File: src/logic/mem_settings.svh
`ifndef MEM_SETTINGS_SVH
`define MEM_SETTINGS_SVH

// Number of 32-bit words in the shared RAM
`define MEM_DEPTH_WORDS 1024

// Byte address as seen by a hart
`define ADDR_WIDTH 32

// Data word width
`define DATA_WIDTH 32

// Word index into the RAM, log2 of the depth
`define WORD_ADDR_WIDTH 10

// Cycles from the RAM seeing req to raising ack
`define MEM_ACCESS_DELAY 2

`endif

File: src/logic/mem_pkg.sv
`include "mem_settings.svh"

package mem_pkg;

    // Byte address from the hart
    typedef logic [`ADDR_WIDTH-1:0] addr_t;

    // Word index into the RAM, byte addresses wrap modulo the depth
    typedef logic [`WORD_ADDR_WIDTH-1:0] word_addr_t;

    typedef logic [`DATA_WIDTH-1:0] data_t;

    // Raw RV32 funct3 field
    typedef logic [2:0] func3_t;

    // Decoded load/store operation
    typedef enum logic [3:0] {
        LB,
        LH,
        LW,
        LBU,
        LHU,
        SB,
        SH,
        SW,
        NOP
    } mem_op_t;

    // Controller FSM
    typedef enum logic [2:0] {
        IDLE,
        RD_REQ,
        RD_DONE,
        WR_REQ,
        WR_DONE
    } lsu_state_t;

endpackage : mem_pkg

File: src/logic/mem_arbiter.sv
`timescale 1ns/100ps

`include "mem_settings.svh"

module mem_arbiter import mem_pkg::*; (
    input  logic       clk,
    input  logic       rstN,

    input  logic       req_0,
    input  logic       we_0,
    input  word_addr_t waddr_0,
    input  data_t      wdat_0,
    output logic       ack_0,
    output data_t      rdat_0,

    input  logic       req_1,
    input  logic       we_1,
    input  word_addr_t waddr_1,
    input  data_t      wdat_1,
    output logic       ack_1,
    output data_t      rdat_1,

    output logic       ram_req,
    output logic       ram_we,
    output word_addr_t ram_addr,
    output data_t      ram_wdata,
    input  logic       ram_ack,
    input  data_t      ram_rdata
);

    logic granted;
    // Owner doubles as the last-granted bit for round robin
    logic owner;
    logic owner_req;
    logic pick;

    assign owner_req = owner ? req_1 : req_0;

    // Contention goes to whoever was not granted last
    always_comb begin
        if (req_0 && req_1) begin
            pick = !owner;
        end else begin
            pick = req_1;
        end
    end

    always_ff @(posedge clk) begin
        if (!rstN) begin
            granted <= 1'b0;
            owner   <= 1'b1;
        end else if (!granted) begin
            // Port is idle here since ram_req is gated by granted
            if ((req_0 || req_1) && !ram_ack) begin
                granted <= 1'b1;
                owner   <= pick;
            end
        end else if (!owner_req && !ram_ack) begin
            granted <= 1'b0;
        end
    end

    assign ram_req   = granted && owner_req;
    assign ram_we    = owner ? we_1 : we_0;
    assign ram_addr  = owner ? waddr_1 : waddr_0;
    assign ram_wdata = owner ? wdat_1 : wdat_0;

    // Only the owner sees the RAM response
    assign ack_0  = granted && !owner && ram_ack;
    assign ack_1  = granted && owner && ram_ack;
    assign rdat_0 = (granted && !owner) ? ram_rdata : '0;
    assign rdat_1 = (granted && owner) ? ram_rdata : '0;

    // An ack answers the request this client itself put on the RAM port
    ack_0_owned: assert property (
        @(posedge clk) disable iff (!rstN)
        $rose(ack_0) |-> req_0 && $past(ram_req && !owner)
    ) else $error("mem_arbiter: client 0 acked without owning the port");

    ack_1_owned: assert property (
        @(posedge clk) disable iff (!rstN)
        $rose(ack_1) |-> req_1 && $past(ram_req && owner)
    ) else $error("mem_arbiter: client 1 acked without owning the port");

    // Owner moves only while ungranted, so an ack there would reach the wrong client
    ack_within_grant: assert property (
        @(posedge clk) disable iff (!rstN)
        ram_ack |-> granted
    ) else $error("mem_arbiter: RAM ack while the port is not granted");

endmodule : mem_arbiter

File: config.mk
export PLATFORM = sky130hd
export DESIGN_NAME = mem_arbiter
export DESIGN_NICKNAME = d
export VERILOG_FILES = /design/src/logic/mem_pkg.sv /design/src/logic/mem_arbiter.sv
export VERILOG_INCLUDE_DIRS = /design/src /design/src/logic
export SDC_FILE = /design/constraint.sdc
export NUM_CORES = 1
export LEC_CHECK = 0
export ABC_AREA = 1
export BUFFER_PORTS_ARGS = -buffer_cell sky130_fd_sc_hd__buf_2
export CORE_AREA = 3 3 90 92
export CTS_CLUSTER_DIAMETER = 80
export DETAILED_ROUTE_END_ITERATION = 8
export DIE_AREA = 0 0 93 95
export GPL_TIMING_DRIVEN = 0
export SLEW_MARGIN = 20
export SYNTH_ARGS = -nofsm -noshare
export SYNTH_HDL_FRONTEND = slang
export SYNTH_SLANG_ARGS = --single-unit
File: constraint.sdc
create_clock -name clk -period 1.3 [get_ports clk]
set_input_delay 0.065 -clock clk [delete_from_list [all_inputs] [get_ports clk]]
set_output_delay 0.065 -clock clk [all_outputs]
set_load 0.05 [all_outputs]
==> results of run 1 <==
==> cell type report <==
cell class	instances	area, um^2
buffer	15	165
fill	740	4050
timing repair inverter	1	3.75
multi-input combinational	211	946
inverter	37	144
sequential	2	47.5
timing repair buffer	233	1770
clock buffer	3	41.3
tap	99	124
==> layout by cell type (no fill, tap or decap) <==
master | Yosys | layout
buf_2 | 4 | 129
buf_4 | 4 | 22
buf_6 | 7 | 91
buf_8 | 0 | 4
bufbuf_16 | 0 | 1
clkbuf_4 | 0 | 1
clkbuf_8 | 0 | 3
dfxtp_4 | 0 | 2
inv_1 | 36 | 36
inv_2 | 1 | 1
inv_6 | 0 | 1
nand2_1 | 136 | 133
nand2_2 | 0 | 3
nand2_4 | 2 | 1
nand2_8 | 0 | 1
nand3_1 | 3 | 3
nand3_2 | 1 | 1
nor2_1 | 65 | 24
nor2_2 | 4 | 45
==> metrics by stage <==
| step | util (%) | instances | setup slack, ns | hold slack [ns] |
|---|---|---|---|---|
| 6_report | 44.5 | 601 | 0.00171 | 0.0646 |
| 5_1_grt | 44.5 | 601 | -0.0632 | 0.0763 |
| 4_1_cts | 39.9 | 601 | -0.00311 | 0.0625 |
| 3_5_place_dp | 33.5 | 596 | 0.0161 | 0.277 |
| 3_3_place_gp | 33.5 | 596 | 0.0259 | 0.274 |
| 2_1_floorplan | - | 265 | -0.142 | 0.149 |
==> state kept, by name, summed over array words and instances (netlist names) <==
name and count:
granted 1, owner 1
==> worst max-delay path: cells and delay by family (launching register included) <==
kind	cells	cell delay [ns]
and+or+nand+nor	2	0.22
DFF	1	0.37
buffers and inverters	3	0.43
==> cells by family after synthesis <==
group | Yosys count
buffers and inverters | 52
flip-flops | 2
AND/OR/NAND/NOR | 211
==> worst max-delay path by stage <==
| stage | startpoint | endpoint | cells past startpoint |
|---|---|---|---|
| finish | owner$_SDFFE_PN1P_ | rdat_0[24] | 5 |
| global placement | owner$_SDFFE_PN1P_ | rdat_0[13] | 5 |
| floorplan | granted$_SDFF_PN0_ | rdat_0[13] | 3 |
| CTS | owner$_SDFFE_PN1P_ | ram_wdata[24] | 5 |
| detailed placement | granted$_SDFF_PN0_ | rdat_1[18] | 4 |
| global route | owner$_SDFFE_PN1P_ | rdat_0[24] | 5 |
==> metal layers <==
| metal | global-route usage [%] | part of all wire, % | vias up | wire length [um] |
|---|---|---|---|---|
| met3 | 2.87 | 11 | 4 | 753 |
| met1 | 14.2 | 35 | 1026 | 2520 |
| met5 | 0 | 0 | - | 0 |
| li1 | - | - | 1226 | - |
| met2 | 26.8 | 53 | 142 | 3810 |
| met4 | 2.56 | 0.72 | 0 | 51 |
==> where the power goes <==
part           total (uW)  internal, uW  leakage, uW  switching, uW
Clock                 236           195    0.0000216           40.9
Sequential           89.1          69.1    0.0000173           20.0
Combinational        2100           747      0.00200           1350
==> repair_timing <==
| action | in CTS | in global routing |
|---|---|---|
| gates cloned | 2 | 0 |
| hold buffers | 0 | 0 |
| setup endpoints to repair | 107 | 86 |
| resized for setup | 141 | 111 |
| pin swaps | 0 | 1 |
==> metrics, run 1 <==
Area Overhead vs Synth 186%; syn_area_per_cell 4.28 um^2; GRT overflow 0; layout net count 627; CTS Buf Count 3; Max VDD drop ~0.00044 V; I/O pin cnt between 200 and 250; largest family of logic cells by synthesized area simple AND/OR/NAND/NOR gates; worst hold path class in -> reg; Yosys top cell by area nand2_1; gr usage total 13.3%; r2r endpoint owner$_SDFFE_PN1P_; Ant. Diodes 0; largest net degree at the start of global routing 11; Reg2Reg Launch Point owner$_SDFFE_PN1P_; worst-path cell chain inv_6, nand2_8, buf_8, nor2_1, buf_6; die width 93 um; EDFF count, synth 0; syn nets 388; R2R setup slack 0.31 ns; clk slew on worst S/H paths 0.03 ns; TNS Setup 0 ns; CTS H-tree lvls 1; placed inst area ~2400 um^2; final setup violation count 0; Required @ worst endpoint 1.24 ns; worst slew pin tran 0.263 ns; die area 8840 um^2; share of cells above drive strength 1 61.0%; fin area 3240 um^2; drt pass-1 iters 4; Power Total 2420 uW; Endpoint, Worst Hold owner$_SDFFE_PN1P_; HPWL Detailed roughly 5.5 mm; register area share after synthesis 3.53%; initial antenna violation count 0; global-route wire length before repair 9.76 mm; gpl congestion 0.750; Hold Path Origin rstN; min cycle time layout 1.30 ns; RSZ-0062 raised after global routing true; Syn Inst Count between 200 and 300; top post-synthesis cells by count nand2_1, nor2_1, inv_1; Starting Density 15.6%; Starting DRT DRC Count 50; Post-synth ARST share 0%; Core Region 7290 um^2; CTS tree yes; I/O Buffers between 200 and 250; Worst Setup End Kind output port; CP max stage delay 0.37 ns; Leak 0.00204 uW; Syn. warnings 0; Rel. slew slack 82.6%; CP Launch Type register; Post-CTS Setup Repair Bufs 0; routed vias 2398; Routed Antenna Nets 0; Simple-Gate Fraction of Synth Area 72.9%; kind of critical path reg -> out; Die Y 95 um; clk_skew 0.00115 ns; CTS Buffer Depth 2; #FFs+latches synth 2; TritonCTS Sinks 2; post-synthesis mux area share 0%; maxcap violations 0; complex-gate fraction of the synthesized area 0%; vias in the first global route 2155; Top FF cell, synth dfxtp_1; DRT Wirelength between 7 and 8 mm; slowest CP cell dfxtp_4; Final period util 99.9%; pwr/cell area 748 nW/um^2; Crit Path Max Fanout 10; XOR/XNOR Fraction of Synth Area 0%; most common cell in the netlist nand2_1; final hold vios 0; routed len/inst 11.9 um; Reg2Reg Depth 4; Skew-Pair Late Insertion Delay around 0.2 ns; Syn Std Cell Area around 1100 um^2; fin. max-slew vios 0; Synth cell types 12; CP arrival roughly 1.2 ns; main area contributors after synthesis nand2_1, nor2_1, inv_1, buf_6, dfxtp_1; Clock Root Buffer clkbuf_8; achievable clock frequency slightly below 800 MHz; WHS Path Cells 2; status complete, no violations; Remaining DRCs 0; via/cell ratio 3.99; cell row count 31; top cell type's share of synthesized area 45.0%; adder-cell share of the synthesized area 0%
Note: power is estimated with default switching activity, not from simulation.
==> run 2: changes to the inputs <==
--- a/config.mk
+++ b/config.mk
@@ -8,11 +8,14 @@
 export LEC_CHECK = 0
 export ABC_AREA = 1
 export BUFFER_PORTS_ARGS = -buffer_cell sky130_fd_sc_hd__buf_2
-export CORE_AREA = 3 3 90 92
+export CELL_PAD_IN_SITES_DETAIL_PLACEMENT = 0
+export CELL_PAD_IN_SITES_GLOBAL_PLACEMENT = 2
+export CORE_MARGIN = 3
+export CORE_UTILIZATION = 10
 export CTS_CLUSTER_DIAMETER = 80
 export DETAILED_ROUTE_END_ITERATION = 8
-export DIE_AREA = 0 0 93 95
 export GPL_TIMING_DRIVEN = 0
+export PLACE_DENSITY_LB_ADDON = 0.1
 export SLEW_MARGIN = 20
 export SYNTH_ARGS = -nofsm -noshare
 export SYNTH_HDL_FRONTEND = slang
==> run 2 against run 1 <==
Effect of this change:
- fmax up 1.6%
- sequential power about the same
- power up 8.1%
- design area up 3.1%
- first-iteration DRC count down 38%
- wire length down 2.0%
- non-clock buffer count unchanged
- cell count up 6.7%
- critical path type unchanged
- register-to-register slack better by 0.08 ns
- critical endpoint is now rdat_0[23]
- sequential share of layout area about the same
- utilization down 14 points
- largest power group unchanged
==> metrics, run 2 (synthesis gave the netlist of run 1 again) <==
worst slew pin tran 0.279 ns; top routing layer in use met4; final setup violation count 0; Top Registers granted (1), owner (1); most frequent cells in the layout nand2_1, buf_2, buf_6; Leak 0.00205 uW; CP max stage delay between 0.3 and 0.4 ns; slowest CP cell dfxtp_4; kind of critical path reg -> out; achievable clock frequency 783 MHz; metal2 WL 4.09 mm; fin area 3340 um^2; met3 WL 702 um; fin. max-slew vios 0; top cell family by delay on the critical path buffers and inverters; drt pass-1 iters 4; DRT Wirelength roughly 7 mm; final cell count without fillers 641; Crit Path Max Fanout 10; CTS Buf Count 3; Power Total 2620 uW; clk slew on worst S/H paths 0.03 ns; final hold vios 0; M1 WL 2.16 mm; layout net count 626; Max VDD drop 0.000355 V; routed vias ~2300; Starting Density 10.3%; worst path buffer plus inverter count 3; Core Region 11000 um^2; Die Y 113 um; WHS Path Cells 2; status complete, no violations; gr usage total around a tenth; Hold Path Origin rstN; initial antenna violation count 0; Required @ worst endpoint 1.24 ns; CP Launch Type register; CTS tree yes; worst hold path class in -> reg; placed inst area 2490 um^2; clk_skew 0.00226 ns; Skew-Pair Late Insertion Delay 0.22 ns; Clock Root Buffer clkbuf_16; maxcap violations 0; Starting DRT DRC Count 31; Routed Antenna Nets 0; gpl congestion 0.769; Placed Cells roughly 640; CP arrival 1.21 ns; die area roughly 13000 um^2; r2r endpoint granted$_SDFF_PN0_; Endpoint, Worst Hold owner$_SDFFE_PN1P_; GRT overflow 0; Remaining DRCs 0; share of cells above drive strength 1 60.7%; Post-CTS Hold Fix Bufs 0; via/cell ratio 3.63; commonest non-fill, non-tap cell in the layout nand2_1; largest net degree at the start of global routing 11; worst-path cell chain inv_8, nand2_8, buf_6, nor2_1, buf_4; I/O Buffers roughly 230; Ant. Diodes 0; min cycle time layout 1.28 ns; Rel. slew slack 81.5%; CTS H-tree lvls 1; I/O pin cnt 233; Area Overhead vs Synth 195%; RSZ-0062 raised after global routing true; vias in the first global route 2124; Reg2Reg Launch Point owner$_SDFFE_PN1P_; R2R setup slack 0.39 ns; global-route wire length before repair 9.98 mm; pwr/cell area 784 nW/um^2; cell row count 38; die width 113 um; HPWL Detailed ~5.8 mm; CTS Buffer Depth 2; Final period util 98.3%; Reg2Reg Depth 5; routed len/inst about 11 um; Worst Setup End Kind output port; TritonCTS Sinks 2
-- run 2: cell count changes in the layout (fill, tap and decap cells not counted), sizes merged --
cell and delta:
inv -1, buf +1, bufbuf -1
-- run 2: final cells by class --
type                    instances  area [um^2]
plain buffers                  15          186
well taps                     140          175
repair buffers                233         1770
clock buffers                   3         75.1
fillers                      1229         7640
multi-input cells             211          943
flip-flops and latches          2         47.5
inverters                      37          146
-- run 2: worst max path at each step --
stage	from	to	slack (ns)	cells past startpoint
2_1_floorplan	granted$_SDFF_PN0_	rdat_0[13]	-0.14	3
3_3_place_gp	owner$_SDFFE_PN1P_	ram_wdata[24]	0.02	5
3_5_place_dp	owner$_SDFFE_PN1P_	ram_wdata[24]	0.02	5
4_1_cts	owner$_SDFFE_PN1P_	ram_addr[1]	-0.03	5
5_1_grt	owner$_SDFFE_PN1P_	ram_addr[8]	-0.04	5
6_report	owner$_SDFFE_PN1P_	rdat_0[23]	0.02	5
-- run 2: per-stage QoR --
step	setup TNS [ns]	setup slack [ns]	util (%)	hold slack, ns
6_report	0	0.0222	30.4	0.0428
2_1_floorplan	-6.85	-0.142	-	0.149
4_1_cts	-0.696	-0.0265	27.0	0.0497
3_3_place_gp	0	0.0204	22.7	0.273
5_1_grt	-1.42	-0.0446	30.4	0.0671
3_5_place_dp	0	0.0206	22.7	0.275
-- run 2: power breakdown --
part	internal, uW	total (uW)	leakage (uW)	switching [uW]
Sequential	69.1	89.4	0.0000173	20.3
Clock	391	455	0.0000370	64.5
Combinational	739	2080	0.00199	1340
-- run 2: layer usage --
| metal | up-vias | GRT usage, % |
|---|---|---|
| li1 | 1222 | - |
| met1 | 977 | 9.14 |
| met4 | 0 | 1.92 |
| met3 | 2 | 2.48 |
| met5 | - | 0 |
| met2 | 124 | 19.9 |
-- run 2: repair_timing --
action | 4_1_cts | 5_1_grt
setup endpoints to repair | 107 | 98
gates resized for setup | 144 | 105
setup buffers | 0 | 0
pin swaps | 0 | 5
cloned | 0 | 1
-- run 2: worst register-to-register path, stage by stage (launching register included) --
cell     delay [ns]
dfxtp_4        0.37
buf_8          0.15
nand3_2        0.05
nand2_1        0.07
nor2_1         0.11
nor2_1         0.04
==> run 3: changes to the inputs <==
--- a/config.mk
+++ b/config.mk
@@ -7,13 +7,14 @@
 export NUM_CORES = 1
 export LEC_CHECK = 0
 export ABC_AREA = 1
-export BUFFER_PORTS_ARGS = -buffer_cell sky130_fd_sc_hd__buf_2
 export CELL_PAD_IN_SITES_DETAIL_PLACEMENT = 0
 export CELL_PAD_IN_SITES_GLOBAL_PLACEMENT = 2
-export CORE_MARGIN = 3
-export CORE_UTILIZATION = 10
+export CORE_AREA = 3 3 89 91
+export CTS_BUF_LIST = sky130_fd_sc_hd__clkbuf_2
 export CTS_CLUSTER_DIAMETER = 80
 export DETAILED_ROUTE_END_ITERATION = 8
+export DIE_AREA = 0 0 92 94
+export DONT_BUFFER_PORTS = 1
 export GPL_TIMING_DRIVEN = 0
 export PLACE_DENSITY_LB_ADDON = 0.1
 export SLEW_MARGIN = 20
==> run 3 against run 2 <==
Effect of this change:
- sequential share of layout area rose by 0.77 points
- die area fell by 32%
- sequential power fell by 2.7%
- largest cell class is now multi-input combinational cells
==> metrics, run 3 (synthesis gave the netlist of run 1 again) <==
clk slew on worst S/H paths 0.03 ns; initial antenna violation count 0; final setup violation count 0; Worst Setup End Kind output port; Final period util 99.3%; Power Total around 1900 uW; Starting DRT DRC Count 20; DRT Wirelength 5.68 mm; fin. max-slew vios 0; slowest CP cell nor2_2; Required @ worst endpoint 1.24 ns; routed vias between 1500 and 2000; cell row count 31; die width 92 um; layout net count 397; vias in the first global route 1541; commonest non-fill, non-tap cell in the layout nand2_1; worst-path cell chain inv_8, nand2_8, nor2_2; final setup margin around 0.0085 ns; Util after Layout 30.0%; Starting Density 15.7%; status complete, no violations; Clock Root Buffer clkbuf_2; CP max stage delay about 0.47 ns; Leak 0.000977 uW; Remaining DRCs 0; Skew-Pair Late Insertion Delay 0.19 ns; final cell count without fillers 371; clk_skew 0.000136 ns; RSZ-0062 raised after global routing true; Routed Antenna Nets 0; top cell family by delay on the critical path simple AND/OR/NAND/NOR gates; Crit Path Max Fanout 7; Area Overhead vs Synth 90.7%; Placed Cells about 360; gr usage total around 11%; CTS H-tree lvls 1; CTS tree yes; kind of critical path reg -> out; achievable clock frequency 774 MHz; routed len/inst between 15 and 20 um; TritonCTS Sinks 2; die area 8650 um^2; min cycle time layout around 1.3 ns; Fillers 778; pwr/cell area ~870 nW/um^2; GRT overflow 0; Core Region between 7000 and 8000 um^2; maxcap violations 0; worst slew pin tran 0.602 ns; HPWL Detailed 4.34 mm; Ant. Diodes 0; Worst Hold Slack between 0.05 and 0.06 ns; I/O pin cnt 233; most frequent cells in the layout nand2_1, nor2_4, nand2_4; final hold vios 0; pre-CTS setup slack -0.366 ns; worst hold path class in -> reg; largest net degree at the start of global routing 11; Rel. slew slack 59.8%; worst path buffer plus inverter count 1; I/O Buffers 0; gpl congestion a little under 0.7; drt pass-1 iters 4; Max VDD drop 0.000272 V; CP arrival 1.23 ns; global-route wire length before repair 7.82 mm; Die Y about 94 um; CTS Buffer Depth 2; Top Registers granted (1), owner (1); share of cells above drive strength 1 roughly half; CP Launch Type register; CTS Buf Count 3; via/cell ratio 4.39
-- run 3: cell count changes in the layout (fill, tap and decap cells not counted), sizes merged --
cell	previous run	this run
clkbuf	4	6
clkinvlp	0	1
dlygate4sd3	0	1
buf	247	14
-- run 3: where the power goes --
group	switching, uW	leakage [uW]	total [uW]	internal (uW)
sequential	18.0	0.0000173	87.0	69.0
clock	33.6	0.0000125	94.8	61.2
combinational	1390	0.000947	1700	311
-- run 3: layout make-up --
cell class / instances / area (um^2) / area share, %
Clock buffer: 3 / 15.0 / 0.694
Sequential cell: 2 / 47.5 / 2.20
Timing Repair Buffer: 3 / 42.5 / 1.97
Timing Repair inverter: 1 / 7.51 / 0.347
Tap cell: 99 / 124 / 5.72
Multi-Input combinational cell: 211 / 1600 / 74.0
Buffer: 15 / 180 / 8.32
Inverter: 37 / 146 / 6.76
-- run 3: per-layer routing --
metal | global-route usage [%] | vias up | part of all wire, %
met4 | 1.86 | 0 | 0.37
li1 | - | 773 | -
met1 | 10.0 | 721 | 31
met5 | 0 | - | 0
met2 | 24.9 | 133 | 59
met3 | 2.96 | 2 | 9.8
-- run 3: worst paths after layout --
kind,start,endpoint,slack (ns),cells past startpoint
worst max-delay path,owner$_SDFFE_PN1P_,ack_0,0.008,3
worst min register to register,owner$_SDFFE_PN1P_,owner$_SDFFE_PN1P_,0.70,3
worst min-delay path,req_1,owner$_SDFFE_PN1P_,0.05,2
worst max register to register,owner$_SDFFE_PN1P_,granted$_SDFF_PN0_,0.13,5
-- run 3: what timing repair did --
item | 4_1_cts | 5_1_grt
resized for setup | 209 | 10
cloned | 1 | 1
setup endpoints to repair | 108 | 108
setup buffers | 1 | 0
hold buffers | 1 | 0
pin swaps | 8 | 31
hold endpoints to repair | 2 | 0
-- run 3: through the flow --
stage | instance area (um^2) | TNS, ns
2_1_floorplan | 1150 | -6.85
3_3_place_gp | 1280 | -15.34
3_5_place_dp | 1280 | -15.98
4_1_cts | 2110 | -0.243
5_1_grt | 2160 | -3.16
6_report | 2160 | 0
