**src/logic/mem_settings.svh**
```systemverilog
`ifndef MEM_SETTINGS_SVH
`define MEM_SETTINGS_SVH

// Number of 32-bit words in the shared RAM
`define MEM_DEPTH_WORDS 1024

// Byte address as seen by a hart
`define ADDR_WIDTH 32

// Data word width
`define DATA_WIDTH 32

// Word index into the RAM, log2 of the depth
`define WORD_ADDR_WIDTH 10

// Cycles from the RAM seeing req to raising ack
`define MEM_ACCESS_DELAY 2

`endif

```
**src/logic/mem_pkg.sv**
```systemverilog
`include "mem_settings.svh"

package mem_pkg;

    // Byte address from the hart
    typedef logic [`ADDR_WIDTH-1:0] addr_t;

    // Word index into the RAM, byte addresses wrap modulo the depth
    typedef logic [`WORD_ADDR_WIDTH-1:0] word_addr_t;

    typedef logic [`DATA_WIDTH-1:0] data_t;

    // Raw RV32 funct3 field
    typedef logic [2:0] func3_t;

    // Decoded load/store operation
    typedef enum logic [3:0] {
        LB,
        LH,
        LW,
        LBU,
        LHU,
        SB,
        SH,
        SW,
        NOP
    } mem_op_t;

    // Controller FSM
    typedef enum logic [2:0] {
        IDLE,
        RD_REQ,
        RD_DONE,
        WR_REQ,
        WR_DONE
    } lsu_state_t;

endpackage : mem_pkg

```
**src/logic/lsu_mem_ctrl.sv**
```systemverilog
`timescale 1ns/100ps

`include "mem_settings.svh"

module lsu_mem_ctrl import mem_pkg::*; (
    input  logic       clk,
    input  logic       rstN,
    input  logic       rd_en,
    input  logic       wr_en,
    input  func3_t     func3,
    input  addr_t      addr,
    input  data_t      wdata,
    output logic       ready,
    output data_t      rdata,
    output logic       req,
    output logic       we,
    output word_addr_t waddr,
    output data_t      wdat,
    input  logic       ack,
    input  data_t      rdat
);

    lsu_state_t state;
    mem_op_t    op_dec;
    mem_op_t    op_r;
    logic [1:0] off_r;
    data_t      rd_word;
    data_t      load_val;
    data_t      merged;
    logic [7:0] byte_sel;
    logic [15:0] half_sel;
    logic       accept;
    logic       is_sub_store;

    assign ready        = (state == IDLE);
    assign accept       = ready && (rd_en || wr_en);
    assign is_sub_store = (op_r == SB) || (op_r == SH);

    // Read wins when both enables are high
    always_comb begin
        op_dec = NOP;
        if (rd_en) begin
            case (func3)
                3'b000:  op_dec = LB;
                3'b001:  op_dec = LH;
                3'b010:  op_dec = LW;
                3'b100:  op_dec = LBU;
                3'b101:  op_dec = LHU;
                default: op_dec = NOP;
            endcase
        end else if (wr_en) begin
            case (func3)
                3'b000:  op_dec = SB;
                3'b001:  op_dec = SH;
                3'b010:  op_dec = SW;
                default: op_dec = NOP;
            endcase
        end
    end

    // Lane pick from the word read back
    assign byte_sel = rd_word[8*off_r +: 8];
    assign half_sel = rd_word[16*off_r[1] +: 16];

    always_comb begin
        case (op_r)
            LB:      load_val = {{(`DATA_WIDTH-8){byte_sel[7]}}, byte_sel};
            LH:      load_val = {{(`DATA_WIDTH-16){half_sel[15]}}, half_sel};
            LBU:     load_val = {{(`DATA_WIDTH-8){1'b0}}, byte_sel};
            LHU:     load_val = {{(`DATA_WIDTH-16){1'b0}}, half_sel};
            default: load_val = rd_word;
        endcase
    end

    // Store data goes into the lane named by the low address bits
    always_comb begin
        merged = rd_word;
        if (op_r == SB) begin
            merged[8*off_r +: 8] = wdat[7:0];
        end else begin
            merged[16*off_r[1] +: 16] = wdat[15:0];
        end
    end

    always_ff @(posedge clk) begin
        if (!rstN) begin
            state <= IDLE;
            req   <= 1'b0;
            we    <= 1'b0;
            rdata <= '0;
        end else begin
            case (state)
                IDLE: begin
                    // NOP completes on the spot with ready left high
                    if (accept && (op_dec != NOP)) begin
                        req <= 1'b1;
                        we  <= (op_dec == SW);
                        state <= (op_dec == SW) ? WR_REQ : RD_REQ;
                    end
                end
                RD_REQ: begin
                    if (ack) begin
                        req   <= 1'b0;
                        state <= RD_DONE;
                    end
                end
                RD_DONE: begin
                    if (!ack) begin
                        if (is_sub_store) begin
                            req   <= 1'b1;
                            we    <= 1'b1;
                            state <= WR_REQ;
                        end else begin
                            rdata <= load_val;
                            state <= IDLE;
                        end
                    end
                end
                WR_REQ: begin
                    if (ack) begin
                        req   <= 1'b0;
                        state <= WR_DONE;
                    end
                end
                WR_DONE: begin
                    if (!ack) begin
                        state <= IDLE;
                    end
                end
                default: state <= IDLE;
            endcase
        end
    end

    // Request fields, only touched while req is low
    always_ff @(posedge clk) begin
        if (accept) begin
            op_r  <= op_dec;
            waddr <= addr[`WORD_ADDR_WIDTH+1:2];
            off_r <= addr[1:0];
            wdat  <= wdata;
        end else if (state == RD_REQ && ack) begin
            rd_word <= rdat;
        end else if (state == RD_DONE && !ack && is_sub_store) begin
            wdat <= merged;
        end
    end

    // Four-phase: a new request only once the previous ack is gone
    req_after_ack_low: assert property (
        @(posedge clk) disable iff (!rstN)
        $rose(req) |-> !ack && !$past(ack)
    ) else $error("lsu_mem_ctrl: req raised while ack still high");

endmodule : lsu_mem_ctrl

```
**config.mk**
```make
export PLATFORM = sky130hd
export DESIGN_NAME = lsu_mem_ctrl
export DESIGN_NICKNAME = d
export VERILOG_FILES = /design/src/logic/mem_pkg.sv /design/src/logic/lsu_mem_ctrl.sv
export VERILOG_INCLUDE_DIRS = /design/src /design/src/logic
export SDC_FILE = /design/constraint.sdc
export NUM_CORES = 1
export LEC_CHECK = 0
export ABC_AREA = 0
export BUFFER_PORTS_ARGS = -buffer_cell sky130_fd_sc_hd__clkbuf_2
export CORE_MARGIN = 5
export CORE_UTILIZATION = 43
export DETAILED_ROUTE_END_ITERATION = 10
export GPL_ROUTABILITY_DRIVEN = 0
export PLACE_DENSITY = 0.72
export SYNTH_ARGS = -nofsm -noshare
export SYNTH_HDL_FRONTEND = slang
export SYNTH_SLANG_ARGS = --single-unit
```
**constraint.sdc**
```tcl
create_clock -name clk -period 3.5 [get_ports clk]
set_clock_uncertainty 0.05 [all_clocks]
set_input_delay 0.175 -clock clk [delete_from_list [all_inputs] [get_ports clk]]
set_output_delay 0.175 -clock clk [all_outputs]
set_load 0.005 [all_outputs]
```
==> results of run 1 <==
[cells by family after synthesis]
group	count (synthesis)
AO/OA/AOI/OAI	166
XOR/XNOR	3
adder cells (fa/ha/maj)	5
buffers and inverters	53
flip-flops	117
multiplexers	20
AND/OR/NAND/NOR	171
[worst reg2reg max path, cell delays in order, from the launching register on]
cell      delay [ps]
edfxtp_1         610
xnor2_1          290
or2_4            190
nor2b_4          520
nand2_1          300
o32ai_1          390
[layer usage]
metal | vias up | share of wire | track usage | routed length, microns
li1 | 2416 | - | - | -
met1 | 2379 | 0.39 | 0.287 | 6770
met2 | 336 | 0.46 | 0.351 | 7920
met3 | 59 | 0.11 | 0.0686 | 1940
met4 | 0 | 0.035 | 0.112 | 605
met5 | - | 0 | 0 | 0
[state kept, by name, indices dropped and copies added (netlist names)]
signal   cells
rd_word     32
rdata       32
wdat        32
waddr       10
op_r         4
state        3
off_r        2
req          1
we           1
[stage by stage]
step           hold slack, ps  worst slack, ps  utilization  std cells  total power, mW
2_1_floorplan             224              945            -        535             2.31
3_3_place_gp              302             1140        0.512        840             2.63
3_5_place_dp              304             1060        0.512        840             2.66
4_1_cts                  2.37             1070        0.601        927             4.37
5_1_grt                  15.1              833        0.601        927             4.54
6_report                 23.7             1050        0.601        927             4.35
[cell usage in the layout (no fill, tap or decap), types with 10 or more instances in the layout]
master,instances
clkbuf_2,160
edfxtp_1,80
nand2_1,76
nor2_1,58
dlygate4sd3_1,55
a21oi_1,47
o21ai_0,40
dfxtp_1,37
mux2i_1,18
clkbuf_16,17
o32ai_1,16
a221oi_1,16
inv_1,15
nor3_1,10
[power groups by stage]
| stage | Combinational (mW) | Sequential (mW) | Clock, mW |
|---|---|---|---|
| 3_5_place_dp | 0.780 | 1.88 | 0 |
| 3_3_place_gp | 0.761 | 1.87 | 0 |
| 5_1_grt | 0.927 | 1.87 | 1.75 |
| 4_1_cts | 0.832 | 1.85 | 1.69 |
| 2_1_floorplan | 0.501 | 1.81 | 0 |
| 6_report | 0.836 | 1.86 | 1.66 |
[path summary, 6_finish.rpt]
check | from | end | slack, ps
min reg2reg | rdata[8] | rdata[8] | 420
min | wdata[14] | wdat[14] | 20
max | op_r[1] | rdata[3] | 1050
max reg2reg | op_r[1] | rdata[3] | 1050
[cell type report]
class	instances	area share
Clock inverter	13	0.0174
Sequential cell	117	0.413
Inverter	17	0.00839
Clock buffer	19	0.0569
Timing Repair Buffer	224	0.186
Tap cell	172	0.0283
Multi-Input combinational cell	365	0.290
==> flow_metrics.py, run 1 <==
metrics = {
    "job": {
        "max-cap-violations": 0,
    },
    "floorplan": {
        "core_region_area_sq_um": 12700,
        "dieArea_sq_um": 15400,
        "ios": 181,
        "die_h_microns": 124,
        "die_x_microns": 124,
        "start_util": 0.441,
        "rows": 41,
    },
    "synth": {
        "yosysSeqAreaShare": 0.563,
        "synthAdderAreaFrac": 0.0112,
        "yosysWarnings": 0,
        "synthArstFlopShare": 0,
        "synthDominantCellAreaShare": 0.430,
        "yosys-mux-area-fraction": 0.0383,
        "syn_avg_cell_area_sq_um": 10.4,
        "syn_nets": 644,
        "synth_ff_type": "edfxtp_1",
        "synth_xor_area_frac": 0.00471,
        "synth_compound_area_frac": 0.200,
        "synth_most_common_cell": "edfxtp_1",
        "synth_area_leaders": "edfxtp_1 (43%), dfxtp_1 (13%), nand2_1 (5.1%)",
        "ys_seq_elements": 117,
        "ys_types": 53,
        "synth_top_family_by_area": "compound AO/OA/AOI/OAI gates",
        "yosys.area.top_type": "edfxtp_1",
        "syn-cell-area_sq_um": 5580,
        "synth_simple_gate_area_frac": 0.138,
        "synth_edf_count": 80,
        "netlist_top_cells_count": "edfxtp_1 (80), nand2_1 (76), nor2_1 (58), a21oi_1 (47), o21ai_0 (42)",
        "syn_inst": 535,
    },
    "clocking": {
        "cts_tree": "yes",
        "cts_resized": 0,
        "cts.sinks": 117,
        "cts_root_buf": "clkbuf_16",
        "insertion_delay_ps": 420,
        "cts_made_buffers": 17,
        "clkTransAtPathRegs_ps": 60,
        "hold_buffers": 55,
        "h-tree-depth": 4,
        "cts_max_path_buffers": 2,
        "post_cts_buffers": 0,
    },
    "pwr": {
        "p_switching_mw": 1.26,
        "p_comb_frac": 0.192,
        "vdd_drop_max_mv": 0.324,
        "power.share.sequential": 0.426,
        "p_leak_nw": 3.13,
        "p_clk_frac": 0.382,
        "switching_share": 0.289,
        "internal-power_mw": 3.10,
        "p_per_area_nw_per_um2": 572,
    },
    "setup_path": {
        "end_kind": "register",
        "cpMaxStageDelayCell": "edfxtp_1",
        "max_stage_delay_ps": 610,
        "path_class": "reg -> reg",
        "cp_num_cells": 5,
        "worst_setup_path_start_kind": "register",
        "rr_worst_depth": 5,
        "cp_cell_sequence": "xnor2_1, or2_4, nor2b_4, nand2_1, o32ai_1",
        "critPathTopFamily": "simple AND/OR/NAND/NOR gates",
        "arrival_ps": 2710,
        "cp_max_fo": 27,
        "cp_num_buf_inv": 0,
        "crit_required_ps": 3760,
    },
    "timing": {
        "period_needed_ps": 2450,
        "max_freq_ghz": 0.408,
        "maxSlewHeadroom": 0.434,
        "maxSlewViolCount": 0,
        "setup_viol": 0,
        "tightest_slew_ps": 849,
        "finalCritPeriodShare": 0.701,
        "rsz0062_at_grt": "false",
        "fin_setup_tns_ps": 0,
        "hold_viol": 0,
    },
    "placed_design": {
        "dpl_cell_area_sq_um": 6490,
        "hpwl_microns": 11900,
        "port_buffers": 160,
    },
    "route": {
        "wl_microns": 17200,
        "drt_iter0_markers": 510,
        "post-route-drc-count": 0,
        "final_antenna_net_count": 0,
        "wl_per_cell_microns": 18.6,
        "dr_total_vias": 5190,
        "firstDrtPassIters": 5,
        "viasPerCell": 5.60,
    },
    "layout": {
        "fin_nets": 851,
        "finalInstanceArea_sq_um": 7610,
        "diodes": 0,
        "drive_gt1_frac": 0.282,
        "multi_input_area_sq_um": 2200,
        "fill_cells": 1041,
        "seqCellArea_sq_um": 3140,
        "syn_to_final_growth_pct": 36.3,
    },
    "global_routing": {
        "grt_max_degree": 48,
        "antenna_found_initial": 0,
        "grt_first_pass_wirelength_microns": 25800,
        "first_global_vias": 4989,
        "track_usage": 0.226,
        "overflow": 0,
    },
    "min_path": {
        "hold_depth": 3,
        "hold_class": "in -> reg",
    },
    "outcome": {
        "outcome": "finished clean",
    },
}
Power figures use the tool's default switching activity.
==> run 2, diff against run 1 <==
==> constraint.sdc (replaced) <==
create_clock -name clk -period 2.2 [get_ports clk]
set_clock_uncertainty 0.05 [all_clocks]
set_input_delay 0.11 -clock clk [delete_from_list [all_inputs] [get_ports clk]]
set_output_delay 0.11 -clock clk [all_outputs]
set_load 0.005 [all_outputs]
==> run 2 against run 1 <==
Cell count increased by 4.4%. Fmax increased by 12%. Sequential share of layout area decreased by 2.5 points. Routed wire length increased by 8.2%. Critical endpoint is now wdat[27]. Largest power group unchanged. Highest routed layer unchanged.
==> flow_metrics.py, run 2 (synthesis results as in run 1) <==
metrics = {
    "layout": {
        "final_cell_mix": "clkbuf_2 (160), edfxtp_1 (80), dlygate4sd3_1 (77), nand2_1 (76), nor2_1 (58)",
        "instances_no_fill": 968,
        "final_util": 0.639,
        "final_common_cell": "clkbuf_2",
        "syn_to_final_growth_pct": 44.9,
        "fin_nets": 892,
        "diodes": 0,
        "drive_gt1_frac": 0.294,
        "reg_top3": "rd_word (32), rdata (32), wdat (32)",
        "finalInstanceArea_sq_um": 8090,
    },
    "setup_path": {
        "cp_cell_sequence": "inv_4, ha_1, nor4bb_1, buf_4, nand2_1, o21ai_0, a21oi_1, o21ai_0",
        "cp_num_buf_inv": 2,
        "worst_setup_path_start_kind": "register",
        "path_class": "reg -> reg",
        "cp_max_fo": 12,
        "arrival_ps": 2370,
        "crit_top_cell": "o21ai_0",
        "cpMaxStageDelayCell": "edfxtp_1",
        "crit_required_ps": 2380,
        "critPathTopFamily": "flip-flops",
        "max_stage_delay_ps": 460,
        "end_kind": "register",
    },
    "placed_design": {
        "place_inst": 857,
        "dpl_cell_area_sq_um": 6630,
        "port_buffers": 160,
        "hpwl_microns": 12600,
        "pre_cts_slack_ps": 75.1,
    },
    "clocking": {
        "h-tree-depth": 4,
        "cts.sinks": 117,
        "cts_made_buffers": 17,
        "cts_tree": "yes",
        "cts_max_path_buffers": 2,
        "insertion_delay_ps": 410,
        "cts_root_buf": "clkbuf_16",
        "clkTransAtPathRegs_ps": 50,
    },
    "route": {
        "firstDrtPassIters": 5,
        "wl_microns": 18600,
        "drt_iter0_markers": 477,
        "dr_total_vias": 5428,
        "viasPerCell": 5.61,
        "post-route-drc-count": 0,
        "final_antenna_net_count": 0,
        "wl_per_cell_microns": 19.3,
    },
    "timing": {
        "setup_viol": 0,
        "max_freq_ghz": 0.456,
        "tightest_slew_ps": 796,
        "maxSlewViolCount": 0,
        "hold_ws_ps": 66.6,
        "rsz0062_at_grt": "true",
        "maxSlewHeadroom": 0.470,
        "period_needed_ps": 2200,
        "hold_viol": 0,
        "finalCritPeriodShare": 0.998,
        "setup_slack_ps": 4.91,
        "fin_setup_tns_ps": 0,
    },
    "floorplan": {
        "rows": 41,
        "dieArea_sq_um": 15400,
        "start_util": 0.441,
        "die_h_microns": 124,
        "core_region_area_sq_um": 12700,
        "die_x_microns": 124,
        "ios": 181,
    },
    "global_routing": {
        "grt_first_pass_wirelength_microns": 28000,
        "first_global_vias": 5278,
        "grt_max_degree": 33,
        "antenna_found_initial": 0,
        "track_usage": 0.244,
        "overflow": 0,
    },
    "min_path": {
        "hold_class": "in -> reg",
    },
    "pwr": {
        "vdd_drop_max_mv": 0.555,
        "total_power_mw": 7.28,
        "p_leak_nw": 3.37,
        "p_per_area_nw_per_um2": 899,
    },
    "outcome": {
        "outcome": "finished clean",
    },
    "job": {
        "max-cap-violations": 0,
    },
}
## run 2: path summary, 6_finish.rpt
path | start | endpoint | slack, ps | cells past startpoint
min reg2reg | rdata[10] | rdata[10] | 430 | 2
min | func3[1] | op_r[2] | 70 | 3
max reg2reg | off_r[1] | wdat[27] | 5 | 8
max | off_r[1] | wdat[27] | 5 | 8
## run 2: where the power goes
group / switching, mW / leakage [nW] / internal, mW
clock network: 0.948 / 0.302 / 1.89
registers: 0.219 / 1.07 / 2.70
logic: 0.857 / 1.99 / 0.663
total: 2.02 / 3.37 / 5.25
## run 2: final cells by class
class | count | area [sq um]
Fill cell | 990 | 4580
Sequential cell | 117 | 3140
Tap cell | 172 | 215
Multi-Input combinational cell | 365 | 2230
Inverter | 17 | 66.3
Clock buffer | 26 | 532
Clock inverter | 6 | 86.3
Timing Repair Buffer | 265 | 1810
## run 2: worst reg2reg max path, delay by kind of cell (launching register included)
family / cells / cell delay [ps]
AO/OA/AOI/OAI: 3 / 410
flip-flops: 1 / 460
buffers and inverters: 2 / 380
adder cells (fa/ha/maj): 1 / 300
AND/OR/NAND/NOR: 2 / 420
## run 2: repair_timing
item	4_1_cts	5_1_grt
hold buffers	77	0
setup endpoints to repair	0	35
buffers inserted	0	2
gates resized for setup	0	8
endpoints found under the hold margin	78	0
## run 2: per-layer routing
metal	routed length [microns]	GRT usage
met5	0	0
met4	601	0.112
met3	1830	0.0622
met2	8790	0.399
met1	7420	0.304
==> run 3, diff against run 2 <==
--- a/config.mk
+++ b/config.mk
@@ -8,11 +8,13 @@
 export LEC_CHECK = 0
 export ABC_AREA = 0
 export BUFFER_PORTS_ARGS = -buffer_cell sky130_fd_sc_hd__clkbuf_2
+export CELL_PAD_IN_SITES_DETAIL_PLACEMENT = 0
+export CELL_PAD_IN_SITES_GLOBAL_PLACEMENT = 1
 export CORE_MARGIN = 5
-export CORE_UTILIZATION = 43
+export CORE_UTILIZATION = 35
 export DETAILED_ROUTE_END_ITERATION = 10
 export GPL_ROUTABILITY_DRIVEN = 0
-export PLACE_DENSITY = 0.72
+export PLACE_DENSITY_LB_ADDON = 0.1
 export SYNTH_ARGS = -nofsm -noshare
 export SYNTH_HDL_FRONTEND = slang
 export SYNTH_SLANG_ARGS = --single-unit
==> run 3 against run 2 <==
Die area is 21% higher. Flip-flop and latch count stayed put. Critical endpoint is now wdat[9]. Worst hold slack worse by 15 ps. Largest power group unchanged. Cell count is 5.4% higher.
==> flow_metrics.py, run 3 (synthesis results as in run 1) <==
metrics = {
    "timing": {
        "setup_viol": 0,
        "fin_setup_tns_ps": 0,
        "max_freq_ghz": 0.489,
        "maxSlewHeadroom": 0.626,
        "maxSlewViolCount": 0,
        "setup_slack_ps": 155,
        "hold_viol": 0,
        "tightest_slew_ps": 562,
        "hold_ws_ps": 51.8,
        "rsz0062_at_grt": "true",
        "period_needed_ps": 2050,
        "finalCritPeriodShare": 0.930,
    },
    "clocking": {
        "cts_made_buffers": 17,
        "clkTransAtPathRegs_ps": 60,
        "cts_root_buf": "clkbuf_16",
        "h-tree-depth": 4,
        "cts_tree": "yes",
        "cts_max_path_buffers": 2,
        "insertion_delay_ps": 420,
        "cts.sinks": 117,
    },
    "route": {
        "post-route-drc-count": 0,
        "firstDrtPassIters": 5,
        "drt_iter0_markers": 341,
        "dr_total_vias": 5163,
        "wl_per_cell_microns": 18.5,
        "final_antenna_net_count": 0,
        "viasPerCell": 5.06,
        "wl_microns": 18900,
    },
    "placed_design": {
        "pre_cts_slack_ps": 106,
        "port_buffers": 160,
        "hpwl_microns": 13600,
        "dpl_cell_area_sq_um": 6780,
    },
    "setup_path": {
        "end_kind": "register",
        "cp_max_fo": 10,
        "crit_required_ps": 2320,
        "arrival_ps": 2160,
        "cp_num_buf_inv": 3,
        "worst_setup_path_start_kind": "register",
        "crit_top_cell": "buf_4",
        "cpMaxStageDelayCell": "edfxtp_1",
        "max_stage_delay_ps": 520,
        "cp_cell_sequence": "inv_2, buf_4, ha_1, nand2_1, nor4b_4, buf_4, a221oi_1, nor2_1",
        "path_class": "reg -> reg",
        "critPathTopFamily": "flip-flops",
    },
    "layout": {
        "final_common_cell": "clkbuf_2",
        "syn_to_final_growth_pct": 46.1,
        "final_cell_mix": "clkbuf_2 (160), edfxtp_1 (80), dlygate4sd3_1 (77), nand2_1 (76), nor2_1 (58)",
        "drive_gt1_frac": 0.310,
        "finalInstanceArea_sq_um": 8160,
        "diodes": 0,
        "fin_nets": 900,
        "reg_top3": "rd_word (32), rdata (32), wdat (32)",
    },
    "floorplan": {
        "die_x_microns": 136,
        "start_util": 0.354,
        "ios": 181,
        "core_region_area_sq_um": 15800,
        "rows": 46,
        "dieArea_sq_um": 18600,
        "die_h_microns": 136,
    },
    "global_routing": {
        "track_usage": 0.205,
        "grt_first_pass_wirelength_microns": 28700,
        "met2_usage": 0.343,
        "first_global_vias": 5173,
        "antenna_found_initial": 0,
        "busiest_layer": "met2",
        "grt_max_degree": 28,
        "grt_util_met1": 0.269,
        "overflow": 0,
        "use_met3": 0.0415,
    },
    "min_path": {
        "hold_class": "in -> reg",
    },
    "job": {
        "max-cap-violations": 0,
    },
    "outcome": {
        "outcome": "finished clean",
    },
    "pwr": {
        "p_leak_nw": 3.36,
        "vdd_drop_max_mv": 0.563,
        "total_power_mw": 7.03,
        "p_per_area_nw_per_um2": 862,
    },
}
run 3: cell count changes in the layout (fill, tap and decap cells not counted), sizes merged:
| cell | change |
|---|---|
| buf | +8 |
| clkbuf | -8 |
| clkinvlp | +4 |
| inv | +3 |
| clkinv | +2 |
| bufinv | -1 |
run 3: area by class of cell:
class,instances,area (sq um)
clock buffer,18,429
inverter,17,63.8
timing repair buffer,273,1880
clock inverter,14,128
sequential,117,3140
fill,1502,7610
multi-input combinational,365,2240
tap,216,270
run 3: power by group:
| group | switching [mW] | internal (mW) | total, mW |
|---|---|---|---|
| clock network | 1.05 | 1.56 | 2.61 |
| logic | 0.845 | 0.686 | 1.53 |
| registers | 0.196 | 2.69 | 2.89 |
run 3: metal layers:
| layer | routed length, microns | vias to the layer above |
|---|---|---|
| met5 | 0 | - |
| met4 | 267 | 0 |
| met3 | 1270 | 25 |
| met2 | 8990 | 208 |
| met1 | 8380 | 2423 |
| li1 | - | 2507 |
run 3: repair_timing:
item,4_1_cts,5_1_grt
buffers inserted,0,1
hold buffers,77,0
endpoints found under the hold margin,78,0
endpoints found under the setup margin,0,12
resized for setup,0,7
run 3: final timing paths:
path	from	end	slack, ps	depth (start not counted)
max	off_r[1]	wdat[9]	150	8
min reg2reg	rdata[7]	rdata[7]	420	2
min	rd_en	op_r[3]	50	2
max reg2reg	off_r[1]	wdat[9]	150	8
run 3: worst register-to-register path: stages, from the launching register on:
cell and delay (ps):
edfxtp_1 520, inv_2 110, buf_4 190, ha_1 210, nand2_1 110, nor4b_4 50
buf_4 160, a221oi_1 320, nor2_1 70
run 3: per-stage QoR:
stage | cells | utilization
2_1_floorplan | 535 | -
3_3_place_gp | 910 | 0.430
3_5_place_dp | 910 | 0.430
4_1_cts | 1019 | 0.514
5_1_grt | 1020 | 0.517
6_report | 1020 | 0.517
